===== src/hdl/SchedulerTypes.sv =====
// Shared sizes and vector types for the issue queue wakeup and select stage.
// Every other file refers to these through SchedulerTypes:: scoped names.
package SchedulerTypes;

    // Issue queue
    localparam int ISSUE_QUEUE_ENTRY_NUM = 8;
    localparam int ISSUE_QUEUE_INDEX_WIDTH = $clog2(ISSUE_QUEUE_ENTRY_NUM);

    // Integer issue lanes first, then the memory lane
    localparam int INT_ISSUE_WIDTH = 2;
    localparam int MEM_ISSUE_WIDTH = 1;
    localparam int ISSUE_WIDTH = INT_ISSUE_WIDTH + MEM_ISSUE_WIDTH;

    // Integer issue lanes plus the external load wakeup
    localparam int WAKEUP_NUM = INT_ISSUE_WIDTH + 1;

    // Physical registers
    localparam int PHY_REG_NUM = 32;
    localparam int PREG_NUM_WIDTH = $clog2(PHY_REG_NUM);

    typedef logic [ISSUE_QUEUE_ENTRY_NUM-1:0] IssueQueueOneHotPath;
    typedef logic [ISSUE_QUEUE_INDEX_WIDTH-1:0] IssueQueueIndexPath;
    typedef logic [PREG_NUM_WIDTH-1:0] PRegNumPath;
    typedef logic [ISSUE_WIDTH-1:0] IssueLaneVector;

    typedef enum logic [0:0] {
        OP_INT = 1'b0,
        OP_MEM = 1'b1
    } OpClass;

endpackage : SchedulerTypes


===== src/hdl/WakeupSelectIF.sv =====
// Connects the wakeup logic, the select logic and the wakeup pipeline register.
// One instance lives in the scheduler top.
interface WakeupSelectIF;

    // Wakeup logic -> select logic
    SchedulerTypes::IssueQueueOneHotPath opReady;
    SchedulerTypes::IssueQueueOneHotPath intIssueReq;
    SchedulerTypes::IssueQueueOneHotPath memIssueReq;
    SchedulerTypes::PRegNumPath entryDstTag [SchedulerTypes::ISSUE_QUEUE_ENTRY_NUM];

    // Select logic -> pipeline register and entry release
    logic selected [SchedulerTypes::ISSUE_WIDTH];
    SchedulerTypes::IssueQueueIndexPath selectedPtr [SchedulerTypes::ISSUE_WIDTH];
    SchedulerTypes::IssueQueueOneHotPath selectedVector [SchedulerTypes::ISSUE_WIDTH];

    // Pipeline register -> wakeup broadcast
    SchedulerTypes::IssueLaneVector issueValid;
    SchedulerTypes::PRegNumPath issueDstTag [SchedulerTypes::ISSUE_WIDTH];

    modport WakeupLogic (
        output opReady, intIssueReq, memIssueReq, entryDstTag,
        input selectedVector, issueValid, issueDstTag
    );

    modport SelectLogic (
        input opReady, intIssueReq, memIssueReq,
        output selected, selectedPtr, selectedVector
    );

    modport PipelineRegister (
        input selected, selectedPtr, entryDstTag,
        output issueValid, issueDstTag
    );

endinterface : WakeupSelectIF


===== src/hdl/Picker.sv =====
// Lowest-index-first picker.
// Grant slot k takes the k-th lowest set request; grant is the union of all
// granted requests. Used for the memory lane and for free-entry allocation.
module Picker #(
    parameter int ENTRY_NUM = SchedulerTypes::ISSUE_QUEUE_ENTRY_NUM,
    parameter int GRANT_NUM = 1
)(
    input  SchedulerTypes::IssueQueueOneHotPath req,
    output SchedulerTypes::IssueQueueOneHotPath grant,
    output SchedulerTypes::IssueQueueIndexPath grantPtr [GRANT_NUM],
    output logic granted [GRANT_NUM]
);

    SchedulerTypes::IssueQueueOneHotPath remaining;

    always_comb begin
        remaining = req;
        grant = '0;

        for (int g = 0; g < GRANT_NUM; g++) begin
            granted[g] = 1'b0;
            grantPtr[g] = '0;

            for (int i = 0; i < ENTRY_NUM; i++) begin
                if (!granted[g] && remaining[i]) begin
                    granted[g] = 1'b1;
                    grantPtr[g] = SchedulerTypes::IssueQueueIndexPath'(i);
                end
            end

            // Hide this request from the later slots
            if (granted[g]) begin
                remaining[grantPtr[g]] = 1'b0;
                grant[grantPtr[g]] = 1'b1;
            end
        end
    end

endmodule : Picker


===== src/hdl/InterleavedPicker.sv =====
// Interleaved picker for the integer lanes.
// Slot g only sees requests whose index is congruent to g modulo GRANT_NUM and
// takes the lowest of them. Each slot searches ENTRY_NUM / GRANT_NUM entries,
// so the search is much shallower than a full priority chain.
module InterleavedPicker #(
    parameter int ENTRY_NUM = SchedulerTypes::ISSUE_QUEUE_ENTRY_NUM,
    parameter int GRANT_NUM = SchedulerTypes::INT_ISSUE_WIDTH
)(
    input  SchedulerTypes::IssueQueueOneHotPath req,
    output SchedulerTypes::IssueQueueOneHotPath grant,
    output SchedulerTypes::IssueQueueIndexPath grantPtr [GRANT_NUM],
    output logic granted [GRANT_NUM]
);

    // With 8 entries and 2 grants
    //   slot 0 picks among req[0], req[2], req[4], req[6]
    //   slot 1 picks among req[1], req[3], req[5], req[7]
    always_comb begin
        grant = '0;

        for (int g = 0; g < GRANT_NUM; g++) begin
            granted[g] = 1'b0;
            grantPtr[g] = '0;

            for (int i = g; i < ENTRY_NUM; i += GRANT_NUM) begin
                if (!granted[g] && req[i]) begin
                    granted[g] = 1'b1;
                    grantPtr[g] = SchedulerTypes::IssueQueueIndexPath'(i);
                end
            end

            // Slots never share an index, so no masking between them
            if (granted[g]) begin
                grant[grantPtr[g]] = 1'b1;
            end
        end
    end

endmodule : InterleavedPicker


===== src/hdl/SelectLogic.sv =====
// Select logic of the issue queue.
// Forms the per-class requests, runs the integer and memory pickers and
// drives the flush-masked selection onto the wakeup/select interface.
module SelectLogic (
    WakeupSelectIF.SelectLogic port,
    input SchedulerTypes::IssueQueueOneHotPath flushEntry
);

    SchedulerTypes::IssueQueueOneHotPath intRequest;
    SchedulerTypes::IssueQueueOneHotPath intGrant;
    logic intSelected [SchedulerTypes::INT_ISSUE_WIDTH];
    SchedulerTypes::IssueQueueIndexPath intSelectedPtr [SchedulerTypes::INT_ISSUE_WIDTH];

    SchedulerTypes::IssueQueueOneHotPath memRequest;
    SchedulerTypes::IssueQueueOneHotPath memGrant;
    logic memSelected [SchedulerTypes::MEM_ISSUE_WIDTH];
    SchedulerTypes::IssueQueueIndexPath memSelectedPtr [SchedulerTypes::MEM_ISSUE_WIDTH];

    // Entries visible to one interleaved integer lane
    SchedulerTypes::IssueQueueOneHotPath laneMask;

    assign intRequest = port.opReady & port.intIssueReq;
    assign memRequest = port.opReady & port.memIssueReq;

    InterleavedPicker #(
        .ENTRY_NUM(SchedulerTypes::ISSUE_QUEUE_ENTRY_NUM),
        .GRANT_NUM(SchedulerTypes::INT_ISSUE_WIDTH)
    ) intPicker (
        .req(intRequest),
        .grant(intGrant),
        .grantPtr(intSelectedPtr),
        .granted(intSelected)
    );

    Picker #(
        .ENTRY_NUM(SchedulerTypes::ISSUE_QUEUE_ENTRY_NUM),
        .GRANT_NUM(SchedulerTypes::MEM_ISSUE_WIDTH)
    ) memPicker (
        .req(memRequest),
        .grant(memGrant),
        .grantPtr(memSelectedPtr),
        .granted(memSelected)
    );

    always_comb begin
        for (int g = 0; g < SchedulerTypes::INT_ISSUE_WIDTH; g++) begin
            laneMask = '0;
            for (int i = 0; i < SchedulerTypes::ISSUE_QUEUE_ENTRY_NUM; i++) begin
                laneMask[i] = (i % SchedulerTypes::INT_ISSUE_WIDTH) == g;
            end
            port.selected[g] = intSelected[g] && !flushEntry[intSelectedPtr[g]];
            port.selectedPtr[g] = intSelectedPtr[g];
            port.selectedVector[g] = intGrant & laneMask & ~flushEntry;
        end

        // Memory lanes follow the integer lanes
        for (int m = 0; m < SchedulerTypes::MEM_ISSUE_WIDTH; m++) begin
            port.selected[m + SchedulerTypes::INT_ISSUE_WIDTH] =
                memSelected[m] && !flushEntry[memSelectedPtr[m]];
            port.selectedPtr[m + SchedulerTypes::INT_ISSUE_WIDTH] = memSelectedPtr[m];
            port.selectedVector[m + SchedulerTypes::INT_ISSUE_WIDTH] = memGrant & ~flushEntry;
        end
    end

endmodule : SelectLogic


===== src/hdl/WakeupLogic.sv =====
// Wakeup side of the issue queue.
// Holds the entries, allocates the lowest free entry on dispatch, matches
// source tags against the integer issue broadcast and the external load
// wakeup, and reports which entries are ready to the select logic.
module WakeupLogic (
    input  logic clk,
    input  logic reset,
    input  logic dispatch,
    input  SchedulerTypes::OpClass dispatchClass,
    input  SchedulerTypes::PRegNumPath dispatchSrc0,
    input  SchedulerTypes::PRegNumPath dispatchSrc1,
    input  SchedulerTypes::PRegNumPath dispatchDst,
    input  logic dispatchSrc0Ready,
    input  logic dispatchSrc1Ready,
    input  logic extWakeup,
    input  SchedulerTypes::PRegNumPath extWakeupTag,
    input  SchedulerTypes::IssueQueueOneHotPath flushEntry,
    output logic dispatchFull,
    WakeupSelectIF.WakeupLogic port
);

    // Entry storage
    SchedulerTypes::IssueQueueOneHotPath valid;
    SchedulerTypes::OpClass opClass [SchedulerTypes::ISSUE_QUEUE_ENTRY_NUM];
    SchedulerTypes::PRegNumPath src0Tag [SchedulerTypes::ISSUE_QUEUE_ENTRY_NUM];
    SchedulerTypes::PRegNumPath src1Tag [SchedulerTypes::ISSUE_QUEUE_ENTRY_NUM];
    SchedulerTypes::PRegNumPath dstTag [SchedulerTypes::ISSUE_QUEUE_ENTRY_NUM];
    SchedulerTypes::IssueQueueOneHotPath src0Ready;
    SchedulerTypes::IssueQueueOneHotPath src1Ready;

    // Wakeup broadcast
    logic [SchedulerTypes::WAKEUP_NUM-1:0] wakeupValid;
    SchedulerTypes::PRegNumPath wakeupTag [SchedulerTypes::WAKEUP_NUM];
    SchedulerTypes::IssueQueueOneHotPath src0Match;
    SchedulerTypes::IssueQueueOneHotPath src1Match;
    logic dispatchSrc0Match;
    logic dispatchSrc1Match;

    // Allocation and release
    SchedulerTypes::IssueQueueOneHotPath freeGrant;
    SchedulerTypes::IssueQueueIndexPath freePtr [1];
    logic freeFound [1];
    logic dispatchAccept;
    SchedulerTypes::IssueQueueOneHotPath freed;

    Picker #(
        .ENTRY_NUM(SchedulerTypes::ISSUE_QUEUE_ENTRY_NUM),
        .GRANT_NUM(1)
    ) freePicker (
        .req(~valid),
        .grant(freeGrant),
        .grantPtr(freePtr),
        .granted(freeFound)
    );

    assign dispatchFull = &valid;
    assign dispatchAccept = dispatch && freeFound[0];

    // Memory lanes never broadcast, only the integer lanes and loads do
    always_comb begin
        for (int k = 0; k < SchedulerTypes::INT_ISSUE_WIDTH; k++) begin
            wakeupValid[k] = port.issueValid[k];
            wakeupTag[k] = port.issueDstTag[k];
        end
        wakeupValid[SchedulerTypes::WAKEUP_NUM-1] = extWakeup;
        wakeupTag[SchedulerTypes::WAKEUP_NUM-1] = extWakeupTag;
    end

    always_comb begin
        src0Match = '0;
        src1Match = '0;
        dispatchSrc0Match = 1'b0;
        dispatchSrc1Match = 1'b0;
        for (int k = 0; k < SchedulerTypes::WAKEUP_NUM; k++) begin
            if (wakeupValid[k]) begin
                for (int i = 0; i < SchedulerTypes::ISSUE_QUEUE_ENTRY_NUM; i++) begin
                    if (src0Tag[i] == wakeupTag[k]) begin
                        src0Match[i] = 1'b1;
                    end
                    if (src1Tag[i] == wakeupTag[k]) begin
                        src1Match[i] = 1'b1;
                    end
                end
                // Op being dispatched sees the same broadcast
                if (dispatchSrc0 == wakeupTag[k]) begin
                    dispatchSrc0Match = 1'b1;
                end
                if (dispatchSrc1 == wakeupTag[k]) begin
                    dispatchSrc1Match = 1'b1;
                end
            end
        end
    end

    // Same-cycle matches count, so a consumer issues right behind its producer
    always_comb begin
        for (int i = 0; i < SchedulerTypes::ISSUE_QUEUE_ENTRY_NUM; i++) begin
            port.opReady[i] = valid[i] && (src0Ready[i] || src0Match[i]) &&
                (src1Ready[i] || src1Match[i]);
            port.intIssueReq[i] = valid[i] && (opClass[i] == SchedulerTypes::OP_INT);
            port.memIssueReq[i] = valid[i] && (opClass[i] == SchedulerTypes::OP_MEM);
            port.entryDstTag[i] = dstTag[i];
        end
    end

    always_comb begin
        freed = '0;
        for (int l = 0; l < SchedulerTypes::ISSUE_WIDTH; l++) begin
            freed = freed | port.selectedVector[l];
        end
    end

    always_ff @(posedge clk) begin
        if (reset) begin
            valid <= '0;
        end else begin
            valid <= (valid & ~freed & ~flushEntry) | (dispatchAccept ? freeGrant : '0);
        end
    end

    always_ff @(posedge clk) begin
        src0Ready <= src0Ready | src0Match;
        src1Ready <= src1Ready | src1Match;
        if (dispatchAccept) begin
            opClass[freePtr[0]] <= dispatchClass;
            src0Tag[freePtr[0]] <= dispatchSrc0;
            src1Tag[freePtr[0]] <= dispatchSrc1;
            dstTag[freePtr[0]] <= dispatchDst;
            src0Ready[freePtr[0]] <= dispatchSrc0Ready || dispatchSrc0Match;
            src1Ready[freePtr[0]] <= dispatchSrc1Ready || dispatchSrc1Match;
        end
    end

endmodule : WakeupLogic


===== src/hdl/WakeupPipelineRegister.sv =====
// Pipeline register between select and issue.
// Captures each lane's grant, entry index and destination tag, so a new
// selection forms while the previous one issues and broadcasts its tag.
module WakeupPipelineRegister (
    input  logic clk,
    input  logic reset,
    WakeupSelectIF.PipelineRegister port,
    output SchedulerTypes::IssueQueueIndexPath issuePtr [SchedulerTypes::ISSUE_WIDTH]
);

    SchedulerTypes::IssueLaneVector issueValidReg;
    SchedulerTypes::PRegNumPath issueDstTagReg [SchedulerTypes::ISSUE_WIDTH];

    always_ff @(posedge clk) begin
        if (reset) begin
            issueValidReg <= '0;
        end else begin
            for (int l = 0; l < SchedulerTypes::ISSUE_WIDTH; l++) begin
                issueValidReg[l] <= port.selected[l];
            end
        end
    end

    // Tag is read from the entry now, since the entry is freed at this edge
    always_ff @(posedge clk) begin
        for (int l = 0; l < SchedulerTypes::ISSUE_WIDTH; l++) begin
            issuePtr[l] <= port.selectedPtr[l];
            issueDstTagReg[l] <= port.entryDstTag[port.selectedPtr[l]];
        end
    end

    assign port.issueValid = issueValidReg;
    assign port.issueDstTag = issueDstTagReg;

endmodule : WakeupPipelineRegister


===== src/hdl/Scheduler.sv =====
// Top level of the wakeup and select stage of an eight-entry issue queue.
// Two interleaved integer lanes and one memory lane; issue results appear
// two cycles after dispatch at the earliest.
module Scheduler (
    input  logic clk,
    input  logic reset,
    input  logic dispatch,
    input  SchedulerTypes::OpClass dispatchClass,
    input  SchedulerTypes::PRegNumPath dispatchSrc0,
    input  SchedulerTypes::PRegNumPath dispatchSrc1,
    input  SchedulerTypes::PRegNumPath dispatchDst,
    input  logic dispatchSrc0Ready,
    input  logic dispatchSrc1Ready,
    input  logic extWakeup,
    input  SchedulerTypes::PRegNumPath extWakeupTag,
    input  SchedulerTypes::IssueQueueOneHotPath flushEntry,
    output logic dispatchFull,
    output SchedulerTypes::IssueLaneVector issueValid,
    output SchedulerTypes::IssueQueueIndexPath [SchedulerTypes::ISSUE_WIDTH-1:0] issuePtr,
    output SchedulerTypes::PRegNumPath [SchedulerTypes::ISSUE_WIDTH-1:0] issueDstTag
);

    WakeupSelectIF wakeupSelect ();

    SchedulerTypes::IssueQueueIndexPath issuePtrLane [SchedulerTypes::ISSUE_WIDTH];

    WakeupLogic wakeupLogic (
        .clk(clk),
        .reset(reset),
        .dispatch(dispatch),
        .dispatchClass(dispatchClass),
        .dispatchSrc0(dispatchSrc0),
        .dispatchSrc1(dispatchSrc1),
        .dispatchDst(dispatchDst),
        .dispatchSrc0Ready(dispatchSrc0Ready),
        .dispatchSrc1Ready(dispatchSrc1Ready),
        .extWakeup(extWakeup),
        .extWakeupTag(extWakeupTag),
        .flushEntry(flushEntry),
        .dispatchFull(dispatchFull),
        .port(wakeupSelect)
    );

    SelectLogic selectLogic (
        .port(wakeupSelect),
        .flushEntry(flushEntry)
    );

    WakeupPipelineRegister pipelineRegister (
        .clk(clk),
        .reset(reset),
        .port(wakeupSelect),
        .issuePtr(issuePtrLane)
    );

    // Pack the lanes for the external ports
    always_comb begin
        for (int l = 0; l < SchedulerTypes::ISSUE_WIDTH; l++) begin
            issuePtr[l] = issuePtrLane[l];
            issueDstTag[l] = wakeupSelect.issueDstTag[l];
        end
    end

    assign issueValid = wakeupSelect.issueValid;

endmodule : Scheduler


===== config.mk =====
export PLATFORM = sky130hd
export DESIGN_NAME = Scheduler
export DESIGN_NICKNAME = d
export VERILOG_FILES = /design/src/hdl/SchedulerTypes.sv /design/src/hdl/WakeupSelectIF.sv /design/src/hdl/Picker.sv /design/src/hdl/InterleavedPicker.sv /design/src/hdl/SelectLogic.sv /design/src/hdl/WakeupLogic.sv /design/src/hdl/WakeupPipelineRegister.sv /design/src/hdl/Scheduler.sv
export SDC_FILE = /design/constraint.sdc
export NUM_CORES = 1
export LEC_CHECK = 0
export BUFFER_PORTS_ARGS = -buffer_cell sky130_fd_sc_hd__buf_2
export CAP_MARGIN = 0
export CORE_MARGIN = 4
export CORE_UTILIZATION = 55
export CTS_CLUSTER_DIAMETER = 150
export DETAILED_ROUTE_END_ITERATION = 16
export PLACE_DENSITY = 0.72
export SETUP_SLACK_MARGIN = 0.05
export SKIP_CTS_REPAIR_TIMING = 1
export SKIP_LAST_GASP = 1
export SLEW_MARGIN = 20
export SYNTH_ARGS = -nofsm -noshare
export SYNTH_HDL_FRONTEND = slang
export SYNTH_SLANG_ARGS = --single-unit
export TNS_END_PERCENT = 10

===== constraint.sdc =====
create_clock -name clk -period 7.74 [get_ports clk]
set_clock_uncertainty 0.1 [all_clocks]
set_input_delay 0.774 -clock clk [delete_from_list [all_inputs] [get_ports clk]]
set_output_delay 0.774 -clock clk [all_outputs]
set_load 0.01 [all_outputs]

==> key figures <==
Detailed routing
  • Detail-routed via count per cell: 6.22
  • Via Count: 7117
  • Routed wire length: 27600 um
  • Detailed-routing iteration count for the pre-antenna-repair pass: 5
  • ANT nets after route: 0
  • Number of remaining DRC errors: 0
  • Drt first-iter violations: 792
  • Wire length per cell after detailed routing: 24.1 um

Floorplan
  • Die boundary width: 142 um
  • Initial Utilization: 56.7%
  • Area of the placeable core: between 15000 and 20000 um2
  • Die area: 20200 um2
  • Total I/O pin count: 63
  • Die span in y: 142 um
  • FP Rows: 48

Timing
  • Fmax achieved: approximately 250 MHz
  • Unrepaired setup endpoints after global routing: false
  • Period utilization: 52.1%
  • Setup violation total in the final timing report: 0
  • Final-layout setup total negative slack: 0 ps
  • Least-Margin Pin Slew: 1120 ps
  • Final min period: slightly above 4000 ps
  • Min setup slack post-route: between 3000 and 4000 ps
  • Worst rel slew slack: between 20% and 30%
  • Final number of max-transition violations: 0
  • Endpoints failing hold: 0

Clock tree
  • Deepest level of the CTS H-tree: 4
  • Later-pin clock latency in the skew report: 440 ps
  • CTS buffer count: 17
  • CTS clock-pin slew for the worst setup and hold paths: 70 ps
  • CTS Root Cell: sky130_fd_sc_hd__clkbuf_16
  • Max Buffers Root-to-Sink: 2
  • Clock net sink count: ~180
  • CTS tree: done

Global routing
  • Largest net degree at the start of global routing: 20
  • Via count of the first global-routing pass: 6939
  • Global-route wire length before repair: about 42000 um
  • Global router's overall resource usage: 27.7%
  • Total global routing overflow: 0
  • Antenna violations before repair: 0

Synth
  • Primary flip-flop cell chosen by synthesis mapping: sky130_fd_sc_hd__edfxtp_1
  • Post-synth top area cell: sky130_fd_sc_hd__edfxtp_1
  • Commonest cells post-synth: sky130_fd_sc_hd__xor2_1 (216), sky130_fd_sc_hd__edfxtp_1 (128), sky130_fd_sc_hd__nor4_1 (55)
  • Number of enable-type register cells in the synthesized netlist: 128
  • Yosys reg bits: 178
  • Syn Nets: 899
  • Top area cells in the synthesized netlist: sky130_fd_sc_hd__edfxtp_1 (39%), sky130_fd_sc_hd__xor2_1 (19%), sky130_fd_sc_hd__dfxtp_1 (10%)
  • Avg Synthesized Cell Area: 11.5 um2
  • Async set or reset register ratio after synthesis: 0%
  • Most instantiated library cell after synthesis: sky130_fd_sc_hd__xor2_1
  • Combined area of all synthesized cells: 9910 um2
  • YS warnings: 0
  • Register area share after synthesis: 48.9%
  • Count of distinct cell types in the synthesized netlist: 65
  • Area share of the largest cell type after synthesis: between 30% and 40%
  • Mapped Cells: 864

Power and ir drop
  • Leakage power total: 4.10 nW
  • Max VDD drop: about 0.00017 V
  • Power Density: 196 nW/um2

Worst setup path
  • Largest stage delay on the critical path: 670 ps
  • Kind of launch point of the worst setup path: input pin
  • Data arrival time of the worst path: 4270 ps
  • Crit path launch: extWakeupTag[1]
  • Sum of buffers and inverters on the critical path: 1
  • Critical path's top delay family: simple AND/OR/NAND/NOR gates
  • Worst setup EP type: register
  • CP max FO: 19
  • Critical register-to-register path startpoint: pipelineRegister.port.issueDstTag[13]
  • Worst EP required: 7980 ps
  • CP max-delay cell: sky130_fd_sc_hd__o311ai_4
  • CP Class: input pin to register
  • Critical-path cell list: buf_2, xor2_1, nor4_1, nand3_1, and4b_4, or3_4, a2bb2oi_2, o311ai_4, nand2_4, mux2_4, a2111oi_2
  • Number of logic stages on the critical path including buffering: 11
  • Depth of the worst register-to-register path: 11

Final layout
  • Number of antenna diodes: 0
  • Multi-input gate area: 4720 um2
  • Area growth from synthesis to layout: 9.70%
  • Layout cell share with drive strength beyond 1: 14.1%
  • Final instance area: 10900 um2
  • Register area: 4840 um2
  • Nets@finish: 941
  • Filler instances: 1374

Hold path
  • Worst hold path startpoint: wakeupLogic.dstTag[4][4]
  • Worst min-delay path class: register to register
  • Min-Delay Path Depth: 2

Place
  • Total half-perimeter wirelength after legalization and detailed placement: ~18000 um
  • Final RePlAce weighted congestion: 0.932
  • Post-Place Setup Slack: around 3400 ps
  • Cell area reported after detailed placement: 10300 um2
  • Count of port buffers added during placement: 61

Flow run
  • Max-cap violations: 0

Outcome
  • Status: finished, final reports clean
[state kept, by name, summed over array words and instances, names as in the netlist]
signal,count
wakeupLogic.src0Ready,8
wakeupLogic.src1Ready,8
wakeupLogic.valid,8
wakeupLogic.dstTag,40
wakeupLogic.src0Tag,40
pipelineRegister.port.issueDstTag,15
pipelineRegister.issuePtr,8
pipelineRegister.port.issueValid,3
wakeupLogic.opClass,8
wakeupLogic.src1Tag,40
[final cells by class]
type,count,area share (%)
clock buffer,17,3.91
clock inverter,15,1.27
inverter,18,0.621
multi-input combinational,618,43.4
sequential,178,44.5
tap,225,2.59
timing repair buffer,73,3.64
[placed cells by master (no fill, tap or decap), types with 4 or more instances in the layout]
master / n
sky130_fd_sc_hd__nand4_1: 6
sky130_fd_sc_hd__nor4_1: 55
sky130_fd_sc_hd__nand3_1: 54
sky130_fd_sc_hd__buf_2: 61
sky130_fd_sc_hd__or2_2: 5
sky130_fd_sc_hd__a31oi_1: 21
sky130_fd_sc_hd__inv_6: 7
sky130_fd_sc_hd__o21a_1: 5
sky130_fd_sc_hd__nor3_1: 4
sky130_fd_sc_hd__and3_1: 9
sky130_fd_sc_hd__a211o_1: 5
sky130_fd_sc_hd__and4b_1: 7
sky130_fd_sc_hd__dfxtp_1: 50
sky130_fd_sc_hd__edfxtp_1: 128
sky130_fd_sc_hd__nand2_1: 22
sky130_fd_sc_hd__o221ai_1: 5
sky130_fd_sc_hd__xor2_1: 216
sky130_fd_sc_hd__clkbuf_16: 17
sky130_fd_sc_hd__buf_4: 12
sky130_fd_sc_hd__a22oi_1: 11
sky130_fd_sc_hd__a21oi_1: 11
sky130_fd_sc_hd__nor2b_1: 4
sky130_fd_sc_hd__inv_1: 18
sky130_fd_sc_hd__nor2_1: 16
sky130_fd_sc_hd__o21ai_0: 14
sky130_fd_sc_hd__and4_1: 12
sky130_fd_sc_hd__xnor2_1: 54
sky130_fd_sc_hd__mux2i_1: 28
[power by group]
| part | internal, mW | leakage, nW | switching, mW | total [mW] |
|---|---|---|---|---|
| clock | 0.426 | 0.275 | 0.399 | 0.825 |
| sequential | 1.05 | 1.57 | 0.0164 | 1.06 |
| combinational | 0.0888 | 2.25 | 0.156 | 0.245 |
| total | 1.56 | 4.10 | 0.572 | 2.13 |
[worst min-delay path: stages (launching register included)]
cell and delay (ps):
sky130_fd_sc_hd__edfxtp_1 350, sky130_fd_sc_hd__a31oi_1 70, sky130_fd_sc_hd__nand4_1 80
[layer usage]
metal  wire length (um)  vias up  GRT usage [%]
met5                  0        -              0
met3               1910       68           3.70
met4                750        0           11.2
li1                   -     3233              -
met1              12400     3486           39.9
met2              12600      330           42.8
[worst paths after layout]
check | endpoint | slack (ps)
max | pipelineRegister.port.issueValid[2] | 3710
min | pipelineRegister.port.issueDstTag[4] | 430
max reg2reg | pipelineRegister.port.issueValid[2] | 3720
min reg2reg | pipelineRegister.port.issueDstTag[4] | 430
[through the flow]
stage,hold WS (ps),utilization (%),cells,power (mW)
2_1_floorplan,366,-,864,1.25
3_3_place_gp,412,58.9,1112,1.32
3_5_place_dp,414,58.9,1112,1.32
4_1_cts,432,62.1,1144,2.14
5_1_grt,444,62.2,1144,2.20
6_report,428,62.2,1144,2.13
[cells by family (layout without fill, tap and decap cells)]
family | count (synthesis) | count (layout) | share of synthesized area, %
AND/OR/NAND/NOR | 222 | 222 | 13.3
flip-flops | 178 | 178 | 48.9
other | 1 | 1 | 0.0378
XOR/XNOR | 270 | 270 | 23.9
buffers and inverters | 68 | 123 | 3.86
multiplexers | 29 | 29 | 2.98
AO/OA/AOI/OAI | 96 | 96 | 7.11
No activity file was read; power rests on OpenSTA's default activity.
